### config.mk
export PLATFORM = sky130hd
export DESIGN_NAME = cacheTop
export DESIGN_NICKNAME = d
export VERILOG_FILES = /design/src/source/cachePkg.sv /design/src/source/cacheWay.sv /design/src/source/cacheController.sv /design/src/source/cacheTop.sv
export VERILOG_INCLUDE_DIRS = /design/src /design/src/source
export SDC_FILE = /design/constraint.sdc
export NUM_CORES = 1
export LEC_CHECK = 0
export BUFFER_PORTS_ARGS = -buffer_cell sky130_fd_sc_hd__buf_4
export CAP_MARGIN = 25
export CORE_AREA = 5 5 343 345
export DETAILED_ROUTE_END_ITERATION = 8
export DIE_AREA = 0 0 348 350
export GPL_TIMING_DRIVEN = 0
export MAX_ROUTING_LAYER = met4
export SETUP_SLACK_MARGIN = 0.02
export SLEW_MARGIN = 10
export SYNTH_ARGS = -nofsm -noshare
export SYNTH_HDL_FRONTEND = slang
export SYNTH_SLANG_ARGS = --single-unit
export TNS_END_PERCENT = 100
### constraint.sdc
create_clock -name clk -period 4.92 [get_ports clk]
set_input_delay 0.246 -clock clk [delete_from_list [all_inputs] [get_ports clk]]
set_output_delay 0.246 -clock clk [all_outputs]
set_load 0.02 [all_outputs]
### src/source/cache_params.svh
`ifndef CACHE_PARAMS_SVH
`define CACHE_PARAMS_SVH

////////////////////////////////////////
// address split  tag | set | word | byte
////////////////////////////////////////

`define CACHE_ADDR_W        10
`define CACHE_TAG_W         5
`define CACHE_SET_W         1
`define CACHE_NUM_SETS      2
`define CACHE_WORD_OFF_W    2
`define CACHE_BYTE_OFF_W    2

////////////////////////////////////////
// data sizes
////////////////////////////////////////

`define CACHE_LINE_W        128
`define CACHE_WORD_W        32
`define CACHE_BYTE_W        8
`define CACHE_LINE_ADDR_W   6     // tag plus set

// credits held after reset
`define CACHE_CPU_CREDITS   1
`define CACHE_MEM_CREDITS   1

`endif

### src/source/cachePkg.sv
`include "cache_params.svh"

package cachePkg;

    // byte address as seen by the cache
    typedef struct packed {
        logic [`CACHE_TAG_W-1:0]      tag;
        logic [`CACHE_SET_W-1:0]      setIdx;
        logic [`CACHE_WORD_OFF_W-1:0] word;
        logic [`CACHE_BYTE_OFF_W-1:0] byteOff;
    } cpuAddr_t;

    typedef struct packed {
        logic                     isWrite;
        cpuAddr_t                 addr;
        logic [`CACHE_BYTE_W-1:0] wrByte;
    } cpuReq_t;

    typedef struct packed {
        logic                     hit;
        logic [`CACHE_WORD_W-1:0] rdWord;
    } cpuResp_t;

    typedef struct packed {
        logic                          isWrite;     // victim write-back
        logic [`CACHE_LINE_ADDR_W-1:0] lineAddr;
        logic [`CACHE_LINE_W-1:0]      line;
    } memReq_t;

    typedef struct packed {
        logic [`CACHE_LINE_W-1:0] line;
    } memResp_t;

    typedef struct packed {
        logic                     valid;
        logic                     dirty;
        logic [`CACHE_TAG_W-1:0]  tag;
        logic [`CACHE_LINE_W-1:0] line;
    } wayLookup_t;

    typedef struct packed {
        logic                                          fill;
        logic                                          byteWrite;
        logic [`CACHE_SET_W-1:0]                       setIdx;
        logic [`CACHE_TAG_W-1:0]                       tag;
        logic [`CACHE_LINE_W-1:0]                      line;
        logic [`CACHE_WORD_OFF_W+`CACHE_BYTE_OFF_W-1:0] lane;  // byte offset in line
        logic [`CACHE_BYTE_W-1:0]                      byteVal;
    } wayUpdate_t;

endpackage

### src/source/cacheWay.sv
`timescale 1ns/100ps
`include "cache_params.svh"

module cacheWay
    import cachePkg::*;
(
    input  logic                    clk,
    input  logic                    rst,
    input  logic [`CACHE_SET_W-1:0] lookupSet,
    input  logic [`CACHE_TAG_W-1:0] lookupTag,
    input  wayUpdate_t              update,
    output wayLookup_t              lookup,
    output logic                    tagMatch
);

    localparam int LaneW = `CACHE_WORD_OFF_W + `CACHE_BYTE_OFF_W;

    logic                     validBits [`CACHE_NUM_SETS];
    logic                     dirtyBits [`CACHE_NUM_SETS];
    logic [`CACHE_TAG_W-1:0]  tagMem    [`CACHE_NUM_SETS];
    logic [`CACHE_LINE_W-1:0] lineMem   [`CACHE_NUM_SETS];
    logic [LaneW-1:0]         laneShift;

    assign laneShift = ~update.lane; // offset 0 is the msb byte

    ////////////////////////////////////////
    // state bits
    ////////////////////////////////////////

    always_ff @(posedge clk) begin
        if (rst) begin
            for (int s = 0; s < `CACHE_NUM_SETS; s++) begin
                validBits[s] <= 1'b0;
                dirtyBits[s] <= 1'b0;
            end
        end else if (update.fill) begin
            validBits[update.setIdx] <= 1'b1;
            dirtyBits[update.setIdx] <= 1'b0; // same as memory now
        end else if (update.byteWrite) begin
            dirtyBits[update.setIdx] <= 1'b1;
        end
    end

    ////////////////////////////////////////
    // tag and data
    ////////////////////////////////////////

    always_ff @(posedge clk) begin
        if (update.fill) begin
            tagMem[update.setIdx]  <= update.tag;
            lineMem[update.setIdx] <= update.line;
        end else if (update.byteWrite) begin
            lineMem[update.setIdx][laneShift*`CACHE_BYTE_W +: `CACHE_BYTE_W] <= update.byteVal;
        end
    end

    // addressed set, straight from the registers
    always_comb begin
        lookup.valid = validBits[lookupSet];
        lookup.dirty = dirtyBits[lookupSet];
        lookup.tag   = tagMem[lookupSet];
        lookup.line  = lineMem[lookupSet];
    end

    assign tagMatch = lookup.valid && (lookup.tag == lookupTag);

endmodule

### src/source/cacheController.sv
`timescale 1ns/100ps
`include "cache_params.svh"

module cacheController
    import cachePkg::*;
(
    input  logic                    clk,
    input  logic                    rst,
    // cpu side
    input  logic                    cpuReqValid,
    input  cpuReq_t                 cpuReq,
    output logic                    cpuRespValid,
    output cpuResp_t                cpuResp,
    output logic                    cpuCredit,
    // memory side
    output logic                    memReqValid,
    output memReq_t                 memReq,
    input  logic                    memRespValid,
    input  memResp_t                memResp,
    input  logic                    memCredit,
    // ways
    input  wayLookup_t              way0Lookup,
    input  wayLookup_t              way1Lookup,
    input  logic                    way0Match,
    input  logic                    way1Match,
    output logic [`CACHE_SET_W-1:0] lookupSet,
    output logic [`CACHE_TAG_W-1:0] lookupTag,
    output wayUpdate_t              way0Update,
    output wayUpdate_t              way1Update
);

    localparam int MemCreditW = $clog2(`CACHE_MEM_CREDITS + 1);

    typedef enum logic [2:0] {
        stIdle,
        stLookup,
        stWriteBack,
        stRefill,
        stRespond
    } ctrlState_t;

    ctrlState_t                    state;
    cpuReq_t                       req;        // held request
    logic                          missed;
    logic                          memIssued;  // current mem op already sent
    logic [`CACHE_NUM_SETS-1:0]    lruVictim;
    logic [MemCreditW-1:0]         memCredits;

    logic                          hit;
    logic                          hitWay;
    logic                          victimWay;
    logic                          memIssue;
    logic                          targetWay;
    wayLookup_t                    hitLookup;
    wayLookup_t                    victimLookup;
    wayUpdate_t                    upd;
    logic [`CACHE_WORD_OFF_W-1:0]  wordShift;
    logic [`CACHE_WORD_W-1:0]      readWord;

    assign lookupSet = req.addr.setIdx;
    assign lookupTag = req.addr.tag;

    ////////////////////////////////////////
    // lookup combine
    ////////////////////////////////////////

    assign hit       = way0Match | way1Match;
    assign hitWay    = way1Match;
    assign victimWay = lruVictim[req.addr.setIdx]; // steady for the whole miss

    assign hitLookup    = hitWay ? way1Lookup : way0Lookup;
    assign victimLookup = victimWay ? way1Lookup : way0Lookup;

    assign wordShift = ~req.addr.word; // word 0 at the msb end
    assign readWord  = hitLookup.line[wordShift*`CACHE_WORD_W +: `CACHE_WORD_W];

    assign memIssue = ((state == stWriteBack) || (state == stRefill)) &&
                      !memIssued && (memCredits != '0);

    assign cpuCredit = cpuRespValid; // one credit back per response

    ////////////////////////////////////////
    // way updates
    ////////////////////////////////////////

    always_comb begin
        upd.fill      = (state == stRefill) && memIssued && memRespValid;
        upd.byteWrite = (state == stLookup) && hit && req.isWrite;
        upd.setIdx    = req.addr.setIdx;
        upd.tag       = req.addr.tag;
        upd.line      = memResp.line;
        upd.lane      = {req.addr.word, req.addr.byteOff};
        upd.byteVal   = req.wrByte;

        targetWay  = upd.fill ? victimWay : hitWay;
        way0Update = upd;
        way1Update = upd;
        if (targetWay) begin
            way0Update.fill      = 1'b0;
            way0Update.byteWrite = 1'b0;
        end else begin
            way1Update.fill      = 1'b0;
            way1Update.byteWrite = 1'b0;
        end
    end

    ////////////////////////////////////////
    // FSM
    ////////////////////////////////////////

    always_ff @(posedge clk) begin
        if (rst) begin
            state        <= stIdle;
            missed       <= 1'b0;
            memIssued    <= 1'b0;
            lruVictim    <= '0;   // way 0 goes first
            memCredits   <= MemCreditW'(`CACHE_MEM_CREDITS);
            cpuRespValid <= 1'b0;
            memReqValid  <= 1'b0;
        end else begin
            cpuRespValid <= 1'b0;
            memReqValid  <= memIssue;
            memCredits   <= memCredits + MemCreditW'(memCredit) - MemCreditW'(memIssue);

            case (state)
                stIdle: begin
                    if (cpuReqValid) begin
                        missed <= 1'b0;
                        state  <= stLookup;
                    end
                end
                stLookup: begin
                    if (hit) begin
                        lruVictim[req.addr.setIdx] <= ~hitWay;
                        cpuRespValid               <= 1'b1;
                        state                      <= stRespond;
                    end else begin
                        missed    <= 1'b1;
                        memIssued <= 1'b0;
                        if (victimLookup.valid && victimLookup.dirty) begin
                            state <= stWriteBack;
                        end else begin
                            state <= stRefill;
                        end
                    end
                end
                stWriteBack: begin
                    if (memIssue) begin
                        memIssued <= 1'b1;
                    end else if (memIssued && memCredit) begin // write committed
                        memIssued <= 1'b0;
                        state     <= stRefill;
                    end
                end
                stRefill: begin
                    if (memIssue) begin
                        memIssued <= 1'b1;
                    end else if (memIssued && memRespValid) begin
                        memIssued <= 1'b0;
                        state     <= stLookup; // now hits, merge happens there
                    end
                end
                stRespond: begin
                    state <= stIdle;
                end
                default: begin
                    state <= stIdle;
                end
            endcase
        end
    end

    // payload registers
    always_ff @(posedge clk) begin
        if ((state == stIdle) && cpuReqValid) begin
            req <= cpuReq;
        end
        if ((state == stLookup) && hit) begin
            cpuResp.hit    <= !missed;
            cpuResp.rdWord <= readWord;
        end
        if (memIssue) begin
            memReq.isWrite <= (state == stWriteBack);
            if (state == stWriteBack) begin
                memReq.lineAddr <= {victimLookup.tag, req.addr.setIdx}; // victim's own line
            end else begin
                memReq.lineAddr <= {req.addr.tag, req.addr.setIdx};
            end
            memReq.line <= victimLookup.line;
        end
    end

endmodule

### src/source/cacheTop.sv
`timescale 1ns/100ps
`include "cache_params.svh"

module cacheTop
    import cachePkg::*;
(
    input  logic     clk,
    input  logic     rst,
    // cpu side
    input  logic     cpuReqValid,
    input  cpuReq_t  cpuReq,
    output logic     cpuRespValid,
    output cpuResp_t cpuResp,
    output logic     cpuCredit,
    // memory side
    output logic     memReqValid,
    output memReq_t  memReq,
    input  logic     memRespValid,
    input  memResp_t memResp,
    input  logic     memCredit
);

    wayLookup_t              way0Lookup;
    wayLookup_t              way1Lookup;
    wayUpdate_t              way0Update;
    wayUpdate_t              way1Update;
    logic                    way0Match;
    logic                    way1Match;
    logic [`CACHE_SET_W-1:0] lookupSet;
    logic [`CACHE_TAG_W-1:0] lookupTag;

    cacheWay way0_i (
        .clk       (clk),
        .rst       (rst),
        .lookupSet (lookupSet),
        .lookupTag (lookupTag),
        .update    (way0Update),
        .lookup    (way0Lookup),
        .tagMatch  (way0Match)
    );

    cacheWay way1_i (
        .clk       (clk),
        .rst       (rst),
        .lookupSet (lookupSet),
        .lookupTag (lookupTag),
        .update    (way1Update),
        .lookup    (way1Lookup),
        .tagMatch  (way1Match)
    );

    cacheController ctrl_i (
        .clk          (clk),
        .rst          (rst),
        .cpuReqValid  (cpuReqValid),
        .cpuReq       (cpuReq),
        .cpuRespValid (cpuRespValid),
        .cpuResp      (cpuResp),
        .cpuCredit    (cpuCredit),
        .memReqValid  (memReqValid),
        .memReq       (memReq),
        .memRespValid (memRespValid),
        .memResp      (memResp),
        .memCredit    (memCredit),
        .way0Lookup   (way0Lookup),
        .way1Lookup   (way1Lookup),
        .way0Match    (way0Match),
        .way1Match    (way1Match),
        .lookupSet    (lookupSet),
        .lookupTag    (lookupTag),
        .way0Update   (way0Update),
        .way1Update   (way1Update)
    );

endmodule

==> Yosys cells after proc, flatten, opt, wreduce, memory -nomap -nowiden <==
Memories as Yosys holds them, arrays and structs flattened. A register that Yosys moved wholly into a read port is not among the register bits.
Index checks and enable logic that the tools add are counted.
{ "word_totals": {"memories": 8, "inputBits": 152, "register_bits": 197, "ram_bits": 540, "word_cells": 665, "out_inout_bits": 171} }
{ "memory_table": {"columns": ["memory", "depth", "width", "read_ports", "rd_ports_with_merged_regs", "write_ports", "line", "source"], "rows": [
  ["way0_i.lineMem", 2, 128, 1, 1, 1, "cacheWay.sv:21", "logic [`CACHE_LINE_W-1:0] lineMem [`CACHE_NUM_SETS];"],
  ["way1_i.lineMem", 2, 128, 1, 1, 1, "cacheWay.sv:21", null],
  ["way0_i.tagMem", 2, 5, 1, 1, 1, "cacheWay.sv:20", "logic [`CACHE_TAG_W-1:0] tagMem [`CACHE_NUM_SETS];"],
  ["way1_i.tagMem", 2, 5, 1, 1, 1, "cacheWay.sv:20", null],
  ["way0_i.dirtyBits", 2, 1, 1, 1, 2, "cacheWay.sv:19", "logic dirtyBits [`CACHE_NUM_SETS];"],
  ["way0_i.validBits", 2, 1, 1, 1, 2, "cacheWay.sv:18", "logic validBits [`CACHE_NUM_SETS];"],
  ["2 more memories", null, null, null, null, null, null, null]
]} }
{ "classes": {"mux": 327, "eq_ne": 13, "n_lt_le_gt_ge": 2, "n_addsub": 3, "n_bitwise": 263, "reduce_logical": 28, "n_shift": 3} }
{ "ops": {"columns": ["cell", "n"], "rows": [
  ["$mux 128", 3],
  ["$mux 1", 309],
  ["$or 1x1->1", 259],
  ["$mux 135", 1],
  ["$shift 8x34->128 const A", 1],
  ["$shiftx 128x8->32", 1],
  ["$shiftx 8x34->128", 1],
  ["$neg 7->34", 1],
  ["$mux 3", 6],
  ["$logic_and 1x1->1", 13],
  ["$pmux 3 s4", 1],
  ["$eq 5x5->1", 2],
  ["$ne 2x2->1 const B", 5],
  ["$eq 3x2->1 const B", 2],
  ["$mux 6", 1],
  ["$reduce_and 5->1", 1],
  ["$mux 2", 2],
  ["$not 4->4", 1],
  ["$reduce_and 4->1", 1],
  ["$reduce_or 1->1", 4],
  ["$eq 3x1->1 const B", 1],
  ["$logic_not 3->1", 1],
  ["$ne 3x1->1 const B", 1],
  ["$ne 3x2->1 const B", 1],
  ["18 further kinds", 20]
]} }

==> Depth between registers and ports, before layout <==
{ "logic_depth": {"ltp_word": 13, "ltp_mapped": 11, "mapped_depth_nobuf": 7} }

==> Hierarchy <==
From an unflattened synthesis, not the netlist that was laid out.
{ "hier_totals": {"cells_unflattened": 2707, "area_unflattened_um2": 36488.7} }
{ "modules_own_cells": {"columns": ["module", "n_inst", "area_per_inst_um2", "cells_each", "seq_area_each_um2"], "rows": [
  ["cacheWay (way1_i)", 1, 12423.2, 810, 8087.8],
  ["cacheController", 1, 12054.1, 1102, 5815.6],
  ["cacheWay (way0_i)", 1, 12011.5, 795, 8087.8]
]} }

==> Worst setup path after synthesis <==
OpenSTA, ideal clock, no wires.
{ "synth_path": {"kind": "register to register", "start": "register with a tool-made name", "end": "register ctrl_i.memIssued", "synth_period_minus_slack_ns": 4.407, "setup_ns": 0.075, "required_ns": 4.845, "setup_slack_ns": 0.513, "stages_incl_launch_ff": 10, "t_arrival_ns": 4.332, "n_path_buf": 2, "cell_sequence": "dfxtp_1 -> buf_4 -> buf_6 -> mux2i_1 -> xnor2_1 -> nor4_2 -> nand2_2 -> a21boi_0 -> o41ai_1 -> a21oi_1"} }
{ "synth_lines": {"columns": ["element", "line", "source"], "rows": [
  ["end signal: assignment", "cacheController.sv:115", "memIssued <= 1'b0;"],
  ["end signal: assignment", "cacheController.sv:139", "memIssued <= 1'b0;"],
  ["end signal: assignment", "cacheController.sv:149", "memIssued <= 1'b1;"],
  ["end: declaration", "cacheController.sv:45", "logic memIssued;"]
]} }

==> Worst setup path after layout <==
{ "layout_path": {"start": "register ctrl_i.req (netlist bit ctrl_i.way0Update[8])", "end": "memory way1_i.lineMem[1][24] (netlist bit) (enable)"} }
{ "layout_via": {"elab_chain_cells": 5} }
{ "layout_lines": {"columns": ["element", "line", "source"], "rows": [
  ["start: declaration", "cacheController.sv:43", "cpuReq_t req;"],
  ["start signal: assignment", "cacheController.sv:176", "req <= cpuReq;"],
  ["$not 4->4", "cacheWay.sv:24", "assign laneShift = ~update.lane;"],
  ["$neg 7->34", "cacheWay.sv:53", "lineMem[update.setIdx][laneShift*`CACHE_BYTE_W +: `CACHE_BYTE_W] <= update.byteVal;"],
  ["$shift 8x34->128", "cacheWay.sv:53", null],
  ["$mux 128", "cacheWay.sv:53", null],
  ["$or 1x1->1 (no line)", null, null],
  ["end: declaration", "cacheWay.sv:21", null]
]} }
No other way between the ends.

==> impl_metrics.json <==
{
  "syn-num-nets": 1949,
  "insertion_delay_ps": 650,
  "fp.coreArea_um2": 114000,
  "async_flop_share_pct": 0,
  "crit_path_start": "ctrl_i.way0Update[8]$_DFFE_PP_",
  "reg2reg_slack_ps": 480,
  "grt_max_degree": 72,
  "routabilityCongestion": 0.873,
  "layout_common_cells": "edfxtp_1 (723), buf_4 (338), mux4_2 (261), mux2_2 (259), dlygate4sd3_1 (150)",
  "num_vias": 21100,
  "totalWireLength_um": 119000,
  "stdcell_area_um2": 43200,
  "final_antenna_net_count": 0,
  "port_buffers": 322,
  "synth_warnings": 0,
  "dieWidth_um": 348,
  "cts_buffers": 84,
  "htreeDepth": 3,
  "start_util_pct": 29.9,
  "die_area_um2": 122000,
  "timing.rr.start": "ctrl_i.way0Update[8]$_DFFE_PP_",
  "clock.fmax_mhz": 225,
  "cellPowerDensity_nw_per_um2": 343,
  "grt_pass1_wl_um": 163000,
  "netlist_instances": 1795,
  "critPathArrivalTime_ps": 4680,
  "status": "finished clean",
  "worstPathRequired_ps": 5170,
  "dr.pass1.iters": 6,
  "dpl_cell_area_um2": 38800,
  "avgSynthCellArea_um2": 19.0,
  "tightest_slew_ps": 1130,
  "reg2reg_to": "way1_i.lineMem[1][24]$_DFFE_PP_",
  "postCtsSetupBuffers": 0,
  "cts_tree": "built",
  "setup_violations": 0,
  "path_clk_slew_ps": 60,
  "yosysTopAreaCell": "edfxtp_1",
  "drv_cap": 0,
  "post-dp-hpwl_um": 88300,
  "ir_worst_vdd_mv": 0.227,
  "grt_usage_pct": 19.5,
  "worstHoldPathType": "in -> reg",
  "finish.utilization_pct": 37.9,
  "wl_per_cell_um": 29.8,
  "drc": 0,
  "fin_crit_sh_pct": 90.2,
  "antenna_found_initial": 31,
  "grt_pass1_vias": 21900,
  "worstSetupPathType": "reg -> reg",
  "yosysSeqAreaShare_pct": 64.7,
  "fin_nets": 2552,
  "finalClockSkew_ps": 32.8,
  "root_buffer": "clkbuf_16",
  "rsz0062_at_grt": "false",
  "synth_area_um2": 34000,
  "power.leakage_nw": 14.3,
  "drive_above_1_share_pct": 43.0,
  "critPathMaxFanout": 9,
  "first_iter_violations": 2746,
  "post-route-min-period_ps": 4440,
  "vias_per_cell": 5.28,
  "ctsResizeCount": 0,
  "endpoint_kind": "flip-flop",
  "slew_violations": 0,
  "layout_commonest_cell": "edfxtp_1",
  "synth_ff_type": "edfxtp_1",
  "grt-ovfl-total": 0,
  "cts_hold_buf": 150,
  "worst_setup_path_start_kind": "flip-flop",
  "io_pins": 323,
  "synthDistinctLibCells": 48,
  "slew_headroom_pct": 24.4,
  "reg2reg_depth": 6,
  "synth_edf_count": 723,
  "area_growth_syn_to_layout_pct": 26.8,
  "hold_viol_final": 0,
  "std_cell_rows": 124,
  "crit_end": "way1_i.lineMem[1][24]$_DFFE_PP_",
  "yosys.area.top_type_share_pct": 63.8,
  "yosys-top-cells-area": "edfxtp_1 (64%), mux4_2 (17%), mux2_2 (8.6%), a22oi_1 (1.4%), dfxtp_1 (0.88%)",
  "synth-seq-cells": 738,
  "die_h_um": 350,
  "cts_buffer_depth": 3,
  "clkSinkCount": 738
}
## layout make-up
type                            instances  area [µm²]
Buffer                                117         489
Inverter                                6        30.0
Tap cell                             1512        1890
Timing Repair Buffer                  517        4480
Clock inverter                         42         420
Sequential cell                       738       22000
Clock buffer                          104        2220
Antenna cell                           24        60.1
Multi-Input combinational cell        934       11600
Fill cell                           10600       70700
## Yosys cell counts, types with 2 or more instances
master,instances
mux2_2,259
and3_1,36
mux4_2,261
a21o_1,5
buf_1,19
nor2b_1,5
o21ai_0,7
mux2i_1,9
nor4_1,4
and2_1,42
or3_1,2
a22oi_1,64
o21a_1,20
inv_1,6
a21oi_1,23
edfxtp_1,723
nor2_1,63
nand2_1,52
a311oi_1,3
a31oi_1,4
nor4_4,6
nand2b_1,5
nor2_8,4
nor3_1,6
xor2_1,3
nor4_2,9
nand3_1,8
ha_1,2
buf_2,20
xnor2_1,11
mux2_1,3
clkbuf_1,73
nand2_2,2
or2_2,4
buf_4,4
and4b_1,2
dfxtp_1,15
## how the worst min path moves through the flow
stage | from | end | slack [ps] | cells after the start
after CTS | memRespValid | ctrl_i.memIssued$_SDFFE_PP0P_ | 90 | 4
after detailed placement | cpuReq[11] | ctrl_i.way0Update[11]$_DFFE_PP_ | 430 | 1
after global routing | memRespValid | ctrl_i.memIssued$_SDFFE_PP0P_ | 150 | 4
after global placement | cpuReq[3] | ctrl_i.way0Update[3]$_DFFE_PP_ | 430 | 1
after floorplan | cpuReq[12] | ctrl_i.lookupSet$_DFFE_PP_ | 340 | 0
final | memRespValid | ctrl_i.memIssued$_SDFFE_PP0P_ | 130 | 4
## routing by layer
layer / part of all wire [%] / GRT usage, % / up-vias / wire length [µm]
li1: - / - / 8756 / -
met2: 49 / 31.8 / 1126 / 58200
met4: 3.6 / 6.68 / 0 / 4300
met1: 38 / 24.2 / 11000 / 45700
met3: 9.0 / 4.31 / 200 / 10700
met5: 0 / - / - / 0
## worst max-delay path, cell delays in order, from the launching register on
cell      delay (ps)
edfxtp_1         650
ha_1             330
xor2_1           720
nand3_1          560
nor4_4           860
nor2_1           120
nor2_1           780
## metrics by stage
stage          cells  setup TNS [ps]  setup WS (ps)  hold WS, ps  total power (W)
3_5_place_dp    3663               0            671          427          0.00866
5_1_grt         3994               0            424          148           0.0153
2_1_floorplan   1795               0            513          345          0.00799
4_1_cts         3959               0            641         85.7           0.0149
6_report        3994               0            484          129           0.0148
3_3_place_gp    3629         -264840          -3440          427          0.00860
## kinds of logic (layout without fill, tap and decap cells)
group	Yosys count	in the layout	share of synthesized area (%)
AOI/OAI and AO/OA	131	131	2.68
xor gates and xnor gates	14	14	0.360
adders and majority gates	2	2	0.0735
buffers and inverters	123	786	1.50
DFF	738	738	64.7
muxes	532	532	26.2
other	0	24	0
and+or+nand+nor	255	255	4.47
## sequential cells by signal (all words and copies together) (netlist names), named ones only
register / flops
ctrl_i.cpuCredit: 1
ctrl_i.cpuResp: 33
ctrl_i.lookupSet: 1
ctrl_i.lookupTag: 5
ctrl_i.lruVictim: 2
ctrl_i.memCredits: 1
ctrl_i.memIssued: 1
ctrl_i.memReq: 135
ctrl_i.memReqValid: 1
ctrl_i.missed: 1
ctrl_i.req: 1
ctrl_i.state: 3
ctrl_i.way0Update: 12
way0_i.dirtyBits: 2
way0_i.lineMem: 256
way0_i.tagMem: 10
way0_i.validBits: 2
way1_i.dirtyBits: 2
way1_i.lineMem: 256
way1_i.tagMem: 10
way1_i.validBits: 2
## power breakdown
part	switching (W)	internal (W)
clock network	0.00252	0.00361
registers	0.0000782	0.00701
logic	0.000857	0.000726
total	0.00346	0.0113
(Power assumes the default switching activity.)
